## src/cp0_defines.svh

```systemverilog
`ifndef CP0_DEFINES_SVH
`define CP0_DEFINES_SVH

// cp0 register numbers, select 0 only
`define CP0_BADVADDR_NUM 5'd8
`define CP0_COUNT_NUM    5'd9
`define CP0_COMPARE_NUM  5'd11
`define CP0_STATUS_NUM   5'd12
`define CP0_CAUSE_NUM    5'd13
`define CP0_EPC_NUM      5'd14

// general exception entry with BEV=1
`define CP0_EXC_VECTOR 32'hBFC00380

// axi4-lite address width
`define CP0_AXIL_AW 12

`endif

```

## src/cp0_pkg.sv

```systemverilog
`default_nettype none

package cp0_pkg;

	// one register access from the bus side
	typedef struct packed {
		logic        wen;
		logic        ren;
		logic [4:0]  reg_num;
		logic [2:0]  sel;
		logic [31:0] wdata;
	} cp0_req_t;

	typedef struct packed {
		logic [8:0] rsv0;
		logic       bev;
		logic [5:0] rsv1;
		logic [7:0] im;
		logic [5:0] rsv2;
		logic       exl;
		logic       ie;
	} status_t;

	typedef struct packed {
		logic        bd;
		logic        ti;
		logic [13:0] rsv0;
		logic [7:0]  ip;
		logic        rsv1;
		logic [4:0]  exccode;
		logic [1:0]  rsv2;
	} cause_t;

endpackage

`default_nettype wire

```

## src/exc_pkg.sv

```systemverilog
`default_nettype none

package exc_pkg;

	typedef enum logic [4:0] {
		EXC_INT  = 5'd0,
		EXC_ADEL = 5'd4,
		EXC_ADES = 5'd5,
		EXC_SYS  = 5'd8,
		EXC_BP   = 5'd9,
		EXC_RI   = 5'd10,
		EXC_OV   = 5'd12
	} exccode_e;

	// intr is the interrupt flag
	typedef struct packed {
		logic intr;
		logic rine;
		logic rdae;
		logic ades;
		logic sys;
		logic bp;
		logic ri;
		logic ov;
	} exc_flags_t;

	// report from the pipeline
	typedef struct packed {
		logic        valid;
		exc_flags_t  flags;
		logic [31:0] pc;
		logic        is_slot;
		logic [31:0] bad_vaddr;
		logic        eret;
	} exc_report_t;

	typedef struct packed {
		logic        take;
		logic        eret;
		exccode_e    exccode;
		logic        addr_err;
		logic [31:0] pc;
		logic        is_slot;
		logic [31:0] bad_vaddr;
	} exc_event_t;

endpackage

`default_nettype wire

```

## src/cp0_axil_slave.sv

```systemverilog
`default_nettype none

`include "cp0_defines.svh"

module cp0_axil_slave (
	input  wire                       clk,
	input  wire                       rst,

	input  wire [`CP0_AXIL_AW-1:0]    awaddr,
	input  wire                       awvalid,
	output logic                      awready,
	input  wire [31:0]                wdata,
	input  wire [3:0]                 wstrb,
	input  wire                       wvalid,
	output logic                      wready,
	output logic [1:0]                bresp,
	output logic                      bvalid,
	input  wire                       bready,

	input  wire [`CP0_AXIL_AW-1:0]    araddr,
	input  wire                       arvalid,
	output logic                      arready,
	output logic [31:0]               rdata,
	output logic [1:0]                rresp,
	output logic                      rvalid,
	input  wire                       rready,

	output cp0_pkg::cp0_req_t         req,
	input  wire [31:0]                rdata_word
);

	logic wr_acc;
	logic rd_acc;

	// address and data must both be present, one response in flight
	assign wr_acc  = awvalid && wvalid && !bvalid;
	// a write in the same cycle holds the read off
	assign rd_acc  = arvalid && !rvalid && !wr_acc;

	assign awready = wr_acc;
	assign wready  = wr_acc;
	assign arready = !rvalid && !wr_acc;

	assign bresp = 2'b00;
	assign rresp = 2'b00;

	// word offset is {reg_num, sel}
	always_comb begin
		req       = '0;
		req.wdata = wdata;
		if (wr_acc) begin
			req.wen     = 1'b1;
			req.reg_num = awaddr[9:5];
			req.sel     = awaddr[4:2];
		end else if (rd_acc) begin
			req.ren     = 1'b1;
			req.reg_num = araddr[9:5];
			req.sel     = araddr[4:2];
		end
	end

	always_ff @(posedge clk) begin
		if (rst)
			bvalid <= 1'b0;
		else if (wr_acc)
			bvalid <= 1'b1;
		else if (bready)
			bvalid <= 1'b0;
	end

	always_ff @(posedge clk) begin
		if (rst)
			rvalid <= 1'b0;
		else if (rd_acc)
			rvalid <= 1'b1;
		else if (rready)
			rvalid <= 1'b0;
	end

	always_ff @(posedge clk) begin
		if (rd_acc)
			rdata <= rdata_word;
	end

endmodule

`default_nettype wire

```

## src/exc_prioritizer.sv

```systemverilog
`default_nettype none

module exc_prioritizer (
	input  wire                   clk,
	input  wire                   rst,
	input  exc_pkg::exc_report_t  report,
	input  wire                   int_pending,
	output exc_pkg::exc_event_t   event_out
);

	exc_pkg::exc_flags_t flags;
	exc_pkg::exc_event_t event_d;
	logic                any_exc;

	always_comb begin
		flags = report.flags;
		// pending interrupt rides on the next valid report
		flags.intr = report.flags.intr | (report.valid & int_pending);
	end

	assign any_exc = report.valid && (|flags);

	always_comb begin
		event_d           = '0;
		event_d.take      = any_exc;
		// eret is dropped when an exception is taken in the same report
		event_d.eret      = report.valid && report.eret && !any_exc;
		event_d.addr_err  = flags.rine | flags.rdae | flags.ades;
		event_d.pc        = report.pc;
		event_d.is_slot   = report.is_slot;
		event_d.bad_vaddr = report.bad_vaddr;
		if (flags.intr)
			event_d.exccode = exc_pkg::EXC_INT;
		else if (flags.rine)
			event_d.exccode = exc_pkg::EXC_ADEL;
		else if (flags.ri)
			event_d.exccode = exc_pkg::EXC_RI;
		else if (flags.sys)
			event_d.exccode = exc_pkg::EXC_SYS;
		else if (flags.bp)
			event_d.exccode = exc_pkg::EXC_BP;
		else if (flags.ov)
			event_d.exccode = exc_pkg::EXC_OV;
		else if (flags.rdae)
			event_d.exccode = exc_pkg::EXC_ADEL;
		else
			event_d.exccode = exc_pkg::EXC_ADES;
	end

	always_ff @(posedge clk) begin
		if (rst) begin
			event_out.take <= 1'b0;
			event_out.eret <= 1'b0;
		end else begin
			event_out.take <= event_d.take;
			event_out.eret <= event_d.eret;
		end
	end

	// payload
	always_ff @(posedge clk) begin
		event_out.exccode   <= event_d.exccode;
		event_out.addr_err  <= event_d.addr_err;
		event_out.pc        <= event_d.pc;
		event_out.is_slot   <= event_d.is_slot;
		event_out.bad_vaddr <= event_d.bad_vaddr;
	end

endmodule

`default_nettype wire

```

## src/cp0_regs.sv

```systemverilog
`default_nettype none

`include "cp0_defines.svh"

module cp0_regs (
	input  wire                   clk,
	input  wire                   rst,
	input  cp0_pkg::cp0_req_t     req,
	output logic [31:0]           rdata_word,
	input  exc_pkg::exc_event_t   event_in,
	input  wire [5:0]             int_lines,
	output logic [31:0]           epc,
	output logic                  int_pending
);

	cp0_pkg::status_t status;
	cp0_pkg::cause_t  cause;

	logic [7:0]  status_im;
	logic        status_exl;
	logic        status_ie;
	logic        cause_bd;
	logic        cause_ti;
	logic [7:0]  cause_ip;
	logic [4:0]  cause_exccode;
	logic [31:0] epc_q;
	logic [31:0] badvaddr;
	logic [32:0] count;
	logic [31:0] compare;

	logic        sel0;
	logic        wr_status;
	logic        wr_cause;
	logic        wr_epc;
	logic        wr_count;
	logic        wr_compare;

	assign sel0       = req.sel == 3'd0;
	assign wr_status  = req.wen && sel0 && req.reg_num == `CP0_STATUS_NUM;
	assign wr_cause   = req.wen && sel0 && req.reg_num == `CP0_CAUSE_NUM;
	assign wr_epc     = req.wen && sel0 && req.reg_num == `CP0_EPC_NUM;
	assign wr_count   = req.wen && sel0 && req.reg_num == `CP0_COUNT_NUM;
	assign wr_compare = req.wen && sel0 && req.reg_num == `CP0_COMPARE_NUM;

	always_comb begin
		status      = '0;
		status.bev  = 1'b1;
		status.im   = status_im;
		status.exl  = status_exl;
		status.ie   = status_ie;
		cause         = '0;
		cause.bd      = cause_bd;
		cause.ti      = cause_ti;
		cause.ip      = cause_ip;
		cause.exccode = cause_exccode;
	end

	always_comb begin
		rdata_word = 32'd0;
		if (req.ren && sel0) begin
			case (req.reg_num)
				`CP0_BADVADDR_NUM: rdata_word = badvaddr;
				`CP0_COUNT_NUM:    rdata_word = count[32:1];
				`CP0_COMPARE_NUM:  rdata_word = compare;
				`CP0_STATUS_NUM:   rdata_word = status;
				`CP0_CAUSE_NUM:    rdata_word = cause;
				`CP0_EPC_NUM:      rdata_word = epc_q;
				default:           rdata_word = 32'd0;
			endcase
		end
	end

	assign epc = epc_q;
	assign int_pending = !status_exl && status_ie && (|(status_im & cause_ip));

	always_ff @(posedge clk) begin
		if (rst) begin
			status_im  <= 8'd0;
			status_ie  <= 1'b0;
			status_exl <= 1'b0;
		end else begin
			if (wr_status) begin
				status_im <= req.wdata[15:8];
				status_ie <= req.wdata[0];
			end
			// take beats eret beats software
			if (event_in.take)
				status_exl <= 1'b1;
			else if (event_in.eret)
				status_exl <= 1'b0;
			else if (wr_status)
				status_exl <= req.wdata[1];
		end
	end

	always_ff @(posedge clk) begin
		if (rst) begin
			cause_bd      <= 1'b0;
			cause_ti      <= 1'b0;
			cause_ip      <= 8'd0;
			cause_exccode <= 5'd0;
		end else begin
			if (event_in.take && !status_exl)
				cause_bd <= event_in.is_slot;
			if (wr_compare)
				cause_ti <= 1'b0;
			else if (count[32:1] == compare)
				cause_ti <= 1'b1;
			// hw lines sampled every cycle, timer shares ip7
			cause_ip[7:2] <= {int_lines[5] | cause_ti, int_lines[4:0]};
			if (wr_cause)
				cause_ip[1:0] <= req.wdata[9:8];
			if (event_in.take)
				cause_exccode <= event_in.exccode;
		end
	end

	// nested exceptions keep the first epc
	always_ff @(posedge clk) begin
		if (event_in.take && !status_exl)
			epc_q <= event_in.is_slot ? event_in.pc - 32'd4 : event_in.pc;
		else if (wr_epc)
			epc_q <= req.wdata;
	end

	always_ff @(posedge clk) begin
		if (event_in.take && event_in.addr_err)
			badvaddr <= event_in.bad_vaddr;
	end

	// bit 0 halves the count rate
	always_ff @(posedge clk) begin
		if (rst)
			count <= 33'd0;
		else if (wr_count)
			count <= {req.wdata, 1'b0};
		else
			count <= count + 33'd1;
	end

	always_ff @(posedge clk) begin
		if (wr_compare)
			compare <= req.wdata;
	end

endmodule

`default_nettype wire

```

## src/exc_redirect.sv

```systemverilog
`default_nettype none

`include "cp0_defines.svh"

module exc_redirect (
	input  wire                   clk,
	input  wire                   rst,
	input  exc_pkg::exc_event_t   event_in,
	input  wire [31:0]            epc,
	output logic                  flush,
	output logic [31:0]           redirect_pc
);

	logic        redirect;
	logic [31:0] target;

	assign redirect = event_in.take || event_in.eret;

	// epc is still the old value here, eret leaves it alone anyway
	assign target = event_in.take ? `CP0_EXC_VECTOR : epc;

	// one pulse per event, events never come back to back from one report
	always_ff @(posedge clk) begin
		if (rst)
			flush <= 1'b0;
		else
			flush <= redirect;
	end

	always_ff @(posedge clk) begin
		if (redirect)
			redirect_pc <= target;
	end

endmodule

`default_nettype wire

```

## src/cp0_top.sv

```systemverilog
`default_nettype none

`include "cp0_defines.svh"

module cp0_top (
	input  wire                       clk,
	input  wire                       rst,

	input  wire [`CP0_AXIL_AW-1:0]    awaddr,
	input  wire                       awvalid,
	output logic                      awready,
	input  wire [31:0]                wdata,
	input  wire [3:0]                 wstrb,
	input  wire                       wvalid,
	output logic                      wready,
	output logic [1:0]                bresp,
	output logic                      bvalid,
	input  wire                       bready,
	input  wire [`CP0_AXIL_AW-1:0]    araddr,
	input  wire                       arvalid,
	output logic                      arready,
	output logic [31:0]               rdata,
	output logic [1:0]                rresp,
	output logic                      rvalid,
	input  wire                       rready,

	input  exc_pkg::exc_report_t      report,
	input  wire [5:0]                 int_lines,
	output logic                      flush,
	output logic [31:0]               redirect_pc,
	output logic [31:0]               epc,
	output logic                      int_pending
);

	cp0_pkg::cp0_req_t   req;
	logic [31:0]         rdata_word;
	exc_pkg::exc_event_t exc_event;

	cp0_axil_slave u_axil (
		.clk(clk), .rst(rst),
		.awaddr(awaddr), .awvalid(awvalid), .awready(awready),
		.wdata(wdata), .wstrb(wstrb), .wvalid(wvalid), .wready(wready),
		.bresp(bresp), .bvalid(bvalid), .bready(bready),
		.araddr(araddr), .arvalid(arvalid), .arready(arready),
		.rdata(rdata), .rresp(rresp), .rvalid(rvalid), .rready(rready),
		.req(req), .rdata_word(rdata_word)
	);

	exc_prioritizer u_prio (
		.clk(clk), .rst(rst),
		.report(report), .int_pending(int_pending), .event_out(exc_event)
	);

	cp0_regs u_regs (
		.clk(clk), .rst(rst),
		.req(req), .rdata_word(rdata_word), .event_in(exc_event),
		.int_lines(int_lines), .epc(epc), .int_pending(int_pending)
	);

	exc_redirect u_redirect (
		.clk(clk), .rst(rst),
		.event_in(exc_event), .epc(epc),
		.flush(flush), .redirect_pc(redirect_pc)
	);

endmodule

`default_nettype wire

```

## config.mk

```make
export PLATFORM = sky130hd
export DESIGN_NAME = cp0_top
export DESIGN_NICKNAME = d
export VERILOG_FILES = /design/src/cp0_pkg.sv /design/src/exc_pkg.sv /design/src/cp0_axil_slave.sv /design/src/exc_prioritizer.sv /design/src/cp0_regs.sv /design/src/exc_redirect.sv /design/src/cp0_top.sv
export VERILOG_INCLUDE_DIRS = /design/src
export SDC_FILE = /design/constraint.sdc
export NUM_CORES = 1
export LEC_CHECK = 0
export ABC_AREA = 1
export BUFFER_PORTS_ARGS = -buffer_cell sky130_fd_sc_hd__clkbuf_2
export CORE_UTILIZATION = 55
export CTS_BUF_LIST = sky130_fd_sc_hd__clkbuf_16
export CTS_CLUSTER_DIAMETER = 100
export CTS_CLUSTER_SIZE = 16
export DETAILED_ROUTE_END_ITERATION = 6
export PLACE_DENSITY = 0.8
export SETUP_SLACK_MARGIN = 0.5
export SLEW_MARGIN = 20
export SYNTH_ARGS = -nofsm -noshare
export SYNTH_HDL_FRONTEND = slang
export SYNTH_SLANG_ARGS = --single-unit
```

## constraint.sdc

```tcl
create_clock -name clk -period 3.56 [get_ports clk]
set_clock_uncertainty 0.1 [all_clocks]
set_input_delay 0.534 -clock clk [delete_from_list [all_inputs] [get_ports clk]]
set_output_delay 0.534 -clock clk [all_outputs]
set_load 0.02 [all_outputs]
```

==> flow_summary.json <==
{
  "grt_start_max_net_pins": 45,
  "grt_pass1_wl_um": 52600,
  "place.gp.congestion": 0.903,
  "rows": 55,
  "grt.overflow.total": 0,
  "core_area_mm2": 0.0227,
  "dp.cells": 1918,
  "cts_buffer_depth": 3,
  "slowest_stage": "nor2_4",
  "avgSynthCellArea_um2": 8.95,
  "start_util": 0.563,
  "ios": 255,
  "rsz0062_at_grt": "no",
  "path_class": "reg -> reg",
  "cp_max_fo": 26,
  "path_clk_slew_ns": 0.07,
  "critical_path.cell_chain": "inv_1 > nand2_1 > o21ai_1 > nand2_1 > nor2_4 > nand2_1 > nor2_4 > nand2_1 > inv_1 > buf_12",
  "dr.pass1.iters": 5,
  "htree_levels": 1,
  "grt_pass1_vias": 10047,
  "fmax_mhz": 365,
  "clkLatencyLatePin_ns": 0.54,
  "die_h_um": 154,
  "fin_cells": 1982,
  "n_antenna_cell": 0,
  "worst_slew_margin_rel": 0.496,
  "final_util": 0.666,
  "synthDistinctLibCells": 41,
  "antenna_found_initial": 0,
  "tightest_slew_ns": 0.755,
  "r2r.worst_path.cells": 10,
  "synth_seq_cells": 292,
  "placed_cell_area_mm2": 0.0142,
  "finalHoldViolCount": 0,
  "fp.dieW_um": 154,
  "startpoint_type": "flop",
  "r2r_end": "u_regs.compare[23]$_DFFE_PP_",
  "port_buffers": 238,
  "hold_depth": 1,
  "ys_seq_area_frac": 0.583,
  "fin_area_mm2": 0.0151,
  "fp.dieArea_mm2": 0.0239,
  "worst_hold_path_type": "in -> reg",
  "synth_cells": 1428,
  "cts_tree": "yes",
  "path_buf_inv": 3,
  "setup_violations": 0,
  "numCtsBuffers": 22,
  "p_per_area_mw_per_mm2": 444,
  "critPathMaxStageDelay_ns": 0.45,
  "path_common_cell": "nand2_1",
  "cts_resized": 0,
  "critical_path.top_delay_family": "simple AND/OR/NAND/NOR gates",
  "wl_um": 34500,
  "endpoint_kind": "flop",
  "hold_end": "u_prio.event_out[59]$_DFF_P_",
  "layout_setup_ws_ns": 0.819,
  "fin_crit_sh": 0.770,
  "pre_cts_slack_ns": 0.557,
  "yosys_warnings": 0,
  "numClockSinks": 292,
  "r2r-start": "u_axil.rvalid$_SDFFE_PP0P_",
  "crit_start": "u_axil.rvalid$_SDFFE_PP0P_",
  "p_leak_nw": 6.37,
  "nets": 1832,
  "peakVddDrop_mv": 0.390,
  "power_mw": 6.72,
  "cts-root-buf": "clkbuf_16",
  "track_usage": 0.289,
  "drive_gt1_frac": 0.192,
  "worstPathRequired_ns": 3.68,
  "min_from": "report[60]",
  "status": "finished clean",
  "fin_crit_ns": 2.74,
  "final.setup.tns_ns": 0,
  "hpwlAfterDp_um": 25700,
  "drtIter0Drc": 776,
  "final_max_slew_viol_count": 0,
  "ant_nets": 0,
  "drcViolationCount": 0,
  "vias": 10595,
  "routed_via_density": 5.35,
  "cap_violations": 0,
  "syn_area_mm2": 0.0128,
  "r2r_slack_ns": 0.82,
  "arrival_ns": 2.86,
  "wl_per_cell_um": 17.4,
  "hold_slack_ns": 0.0105,
  "area_growth_pct": 18.3
}
[worst reg2reg max path: stages (launching register included)]
cell and delay, ns:
dfxtp_1 0.34, inv_1 0.07, nand2_1 0.13, o21ai_1 0.15, nand2_1 0.12, nor2_4 0.45
nand2_1 0.18, nor2_4 0.40, nand2_1 0.13, inv_1 0.16, buf_12 0.20
[cell type report]
class / instances / area (um2)
timing repair buffer: 284 / 1620
fill: 1846 / 7580
sequential: 292 / 7450
clock inverter: 17 / 88.8
inverter: 115 / 437
tap: 285 / 357
multi-input combinational: 967 / 4620
clock buffer: 22 / 551
[worst max-delay path by stage]
| stage | slack [ns] | end | cells after the start |
|---|---|---|---|
| finish | 0.82 | u_regs.compare[23]$_DFFE_PP_ | 10 |
| global route | 0.65 | u_axil.rdata[19]$_SDFFCE_PN0N_ | 12 |
| CTS | 0.84 | u_regs.compare[23]$_DFFE_PP_ | 10 |
| detailed placement | 0.56 | u_regs.compare[25]$_DFFE_PP_ | 11 |
| global placement | 0.62 | u_axil.rdata[7]$_SDFFCE_PN0N_ | 13 |
| floorplan | 0.69 | u_regs.epc[0]$_DFFE_PP_ | 12 |
[routing by layer]
metal | global-route usage | share of wire
met1 | 0.355 | 0.39
met4 | 0.137 | 0.047
met3 | 0.0370 | 0.072
met2 | 0.505 | 0.49
met5 | 0 | 0
[registers in the layout, indices dropped and copies added (netlist names)]
name,count
u_prio.event_out,72
u_regs.count,33
u_axil.rdata,32
u_redirect.redirect_pc,32
u_regs.badvaddr,32
u_regs.compare,32
u_regs.epc,32
u_regs.cause_ip,8
u_regs.status_im,8
u_regs.cause_exccode,4
u_axil.bvalid,1
u_axil.rvalid,1
u_redirect.flush,1
u_regs.cause_bd,1
u_regs.cause_ti,1
u_regs.status_exl,1
u_regs.status_ie,1
[report_power, final]
group	switching [mW]	leakage (nW)	total (mW)	internal (mW)
combinational	0.432	3.42	0.650	0.218
sequential	0.0797	2.58	3.79	3.71
clock	1.15	0.365	2.28	1.13
[placed cells by master, fill, tap and decap left out, types with 2 or more instances in the layout]
cell type	n
xnor2_1	37
conb_1	4
nor2_2	3
nor3_1	17
o21ai_2	2
nor2_4	7
inv_2	3
a31oi_1	3
a221oi_1	2
nand2_1	303
a21oi_1	27
or2_2	18
clkbuf_2	238
buf_4	19
ha_1	2
o21ai_0	45
edfxtp_1	160
nand3_1	117
o21ai_1	23
nor2_1	259
clkinv_1	2
xor2_1	36
clkinv_8	2
inv_1	124
o21bai_1	4
buf_12	2
nand4_1	42
nor4_1	2
clkbuf_16	22
dlygate4sd3_1	25
dfxtp_1	132
nand2_2	5
[cells in the mapped netlist]
library cell	number	area share
inv_2	3	0.00088
nor4_2	1	0.00098
clkinv_1	2	0.00059
edfxtp_1	160	0.38
nor3_2	1	0.00078
nand3b_1	1	0.00059
nand4_1	42	0.021
nor2_4	7	0.0062
o211ai_1	1	0.00059
o21bai_1	4	0.0023
nand3_1	117	0.046
buf_4	7	0.0041
and3_1	1	0.00049
nor4_1	2	0.00098
a31oi_1	3	0.0015
nand3_4	1	0.0014
o21ai_1	23	0.0090
clkbuf_1	29	0.0085
buf_6	5	0.0044
inv_1	109	0.032
nand2_1	303	0.089
nand2_2	5	0.0024
buf_1	3	0.00088
dfxtp_1	132	0.21
o31ai_1	1	0.00059
nor2_1	260	0.076
a221oi_1	2	0.0014
buf_2	13	0.0051
or2_2	18	0.0088
xor2_1	36	0.025
conb_1	1	0.00029
inv_6	1	0.00069
and2_1	1	0.00049
o21ai_0	45	0.018
nor3_1	17	0.0067
o21ai_2	2	0.0014
xnor2_1	37	0.025
a21oi_1	27	0.011
nor2_2	2	0.00098
ha_1	2	0.0020
nand3_2	1	0.00078
[kinds of logic (layout without fill, tap and decap cells)]
| kind of cell | count (synthesis) | in the layout | share of synthesized area |
|---|---|---|---|
| AO/OA/AOI/OAI | 108 | 108 | 0.0449 |
| XOR/XNOR | 73 | 73 | 0.0500 |
| adder cells (fa/ha/maj) | 2 | 2 | 0.00196 |
| buffers and inverters | 172 | 438 | 0.0572 |
| flip-flops | 292 | 292 | 0.583 |
| other | 1 | 4 | 0.000293 |
| AND/OR/NAND/NOR | 780 | 780 | 0.263 |
[repair_timing]
| item | in CTS | in global routing |
|---|---|---|
| hold buffers | 23 | 2 |
| hold endpoints to repair | 23 | 2 |
| setup buffers | 0 | 0 |
Note: power is estimated with default switching activity, not from simulation.
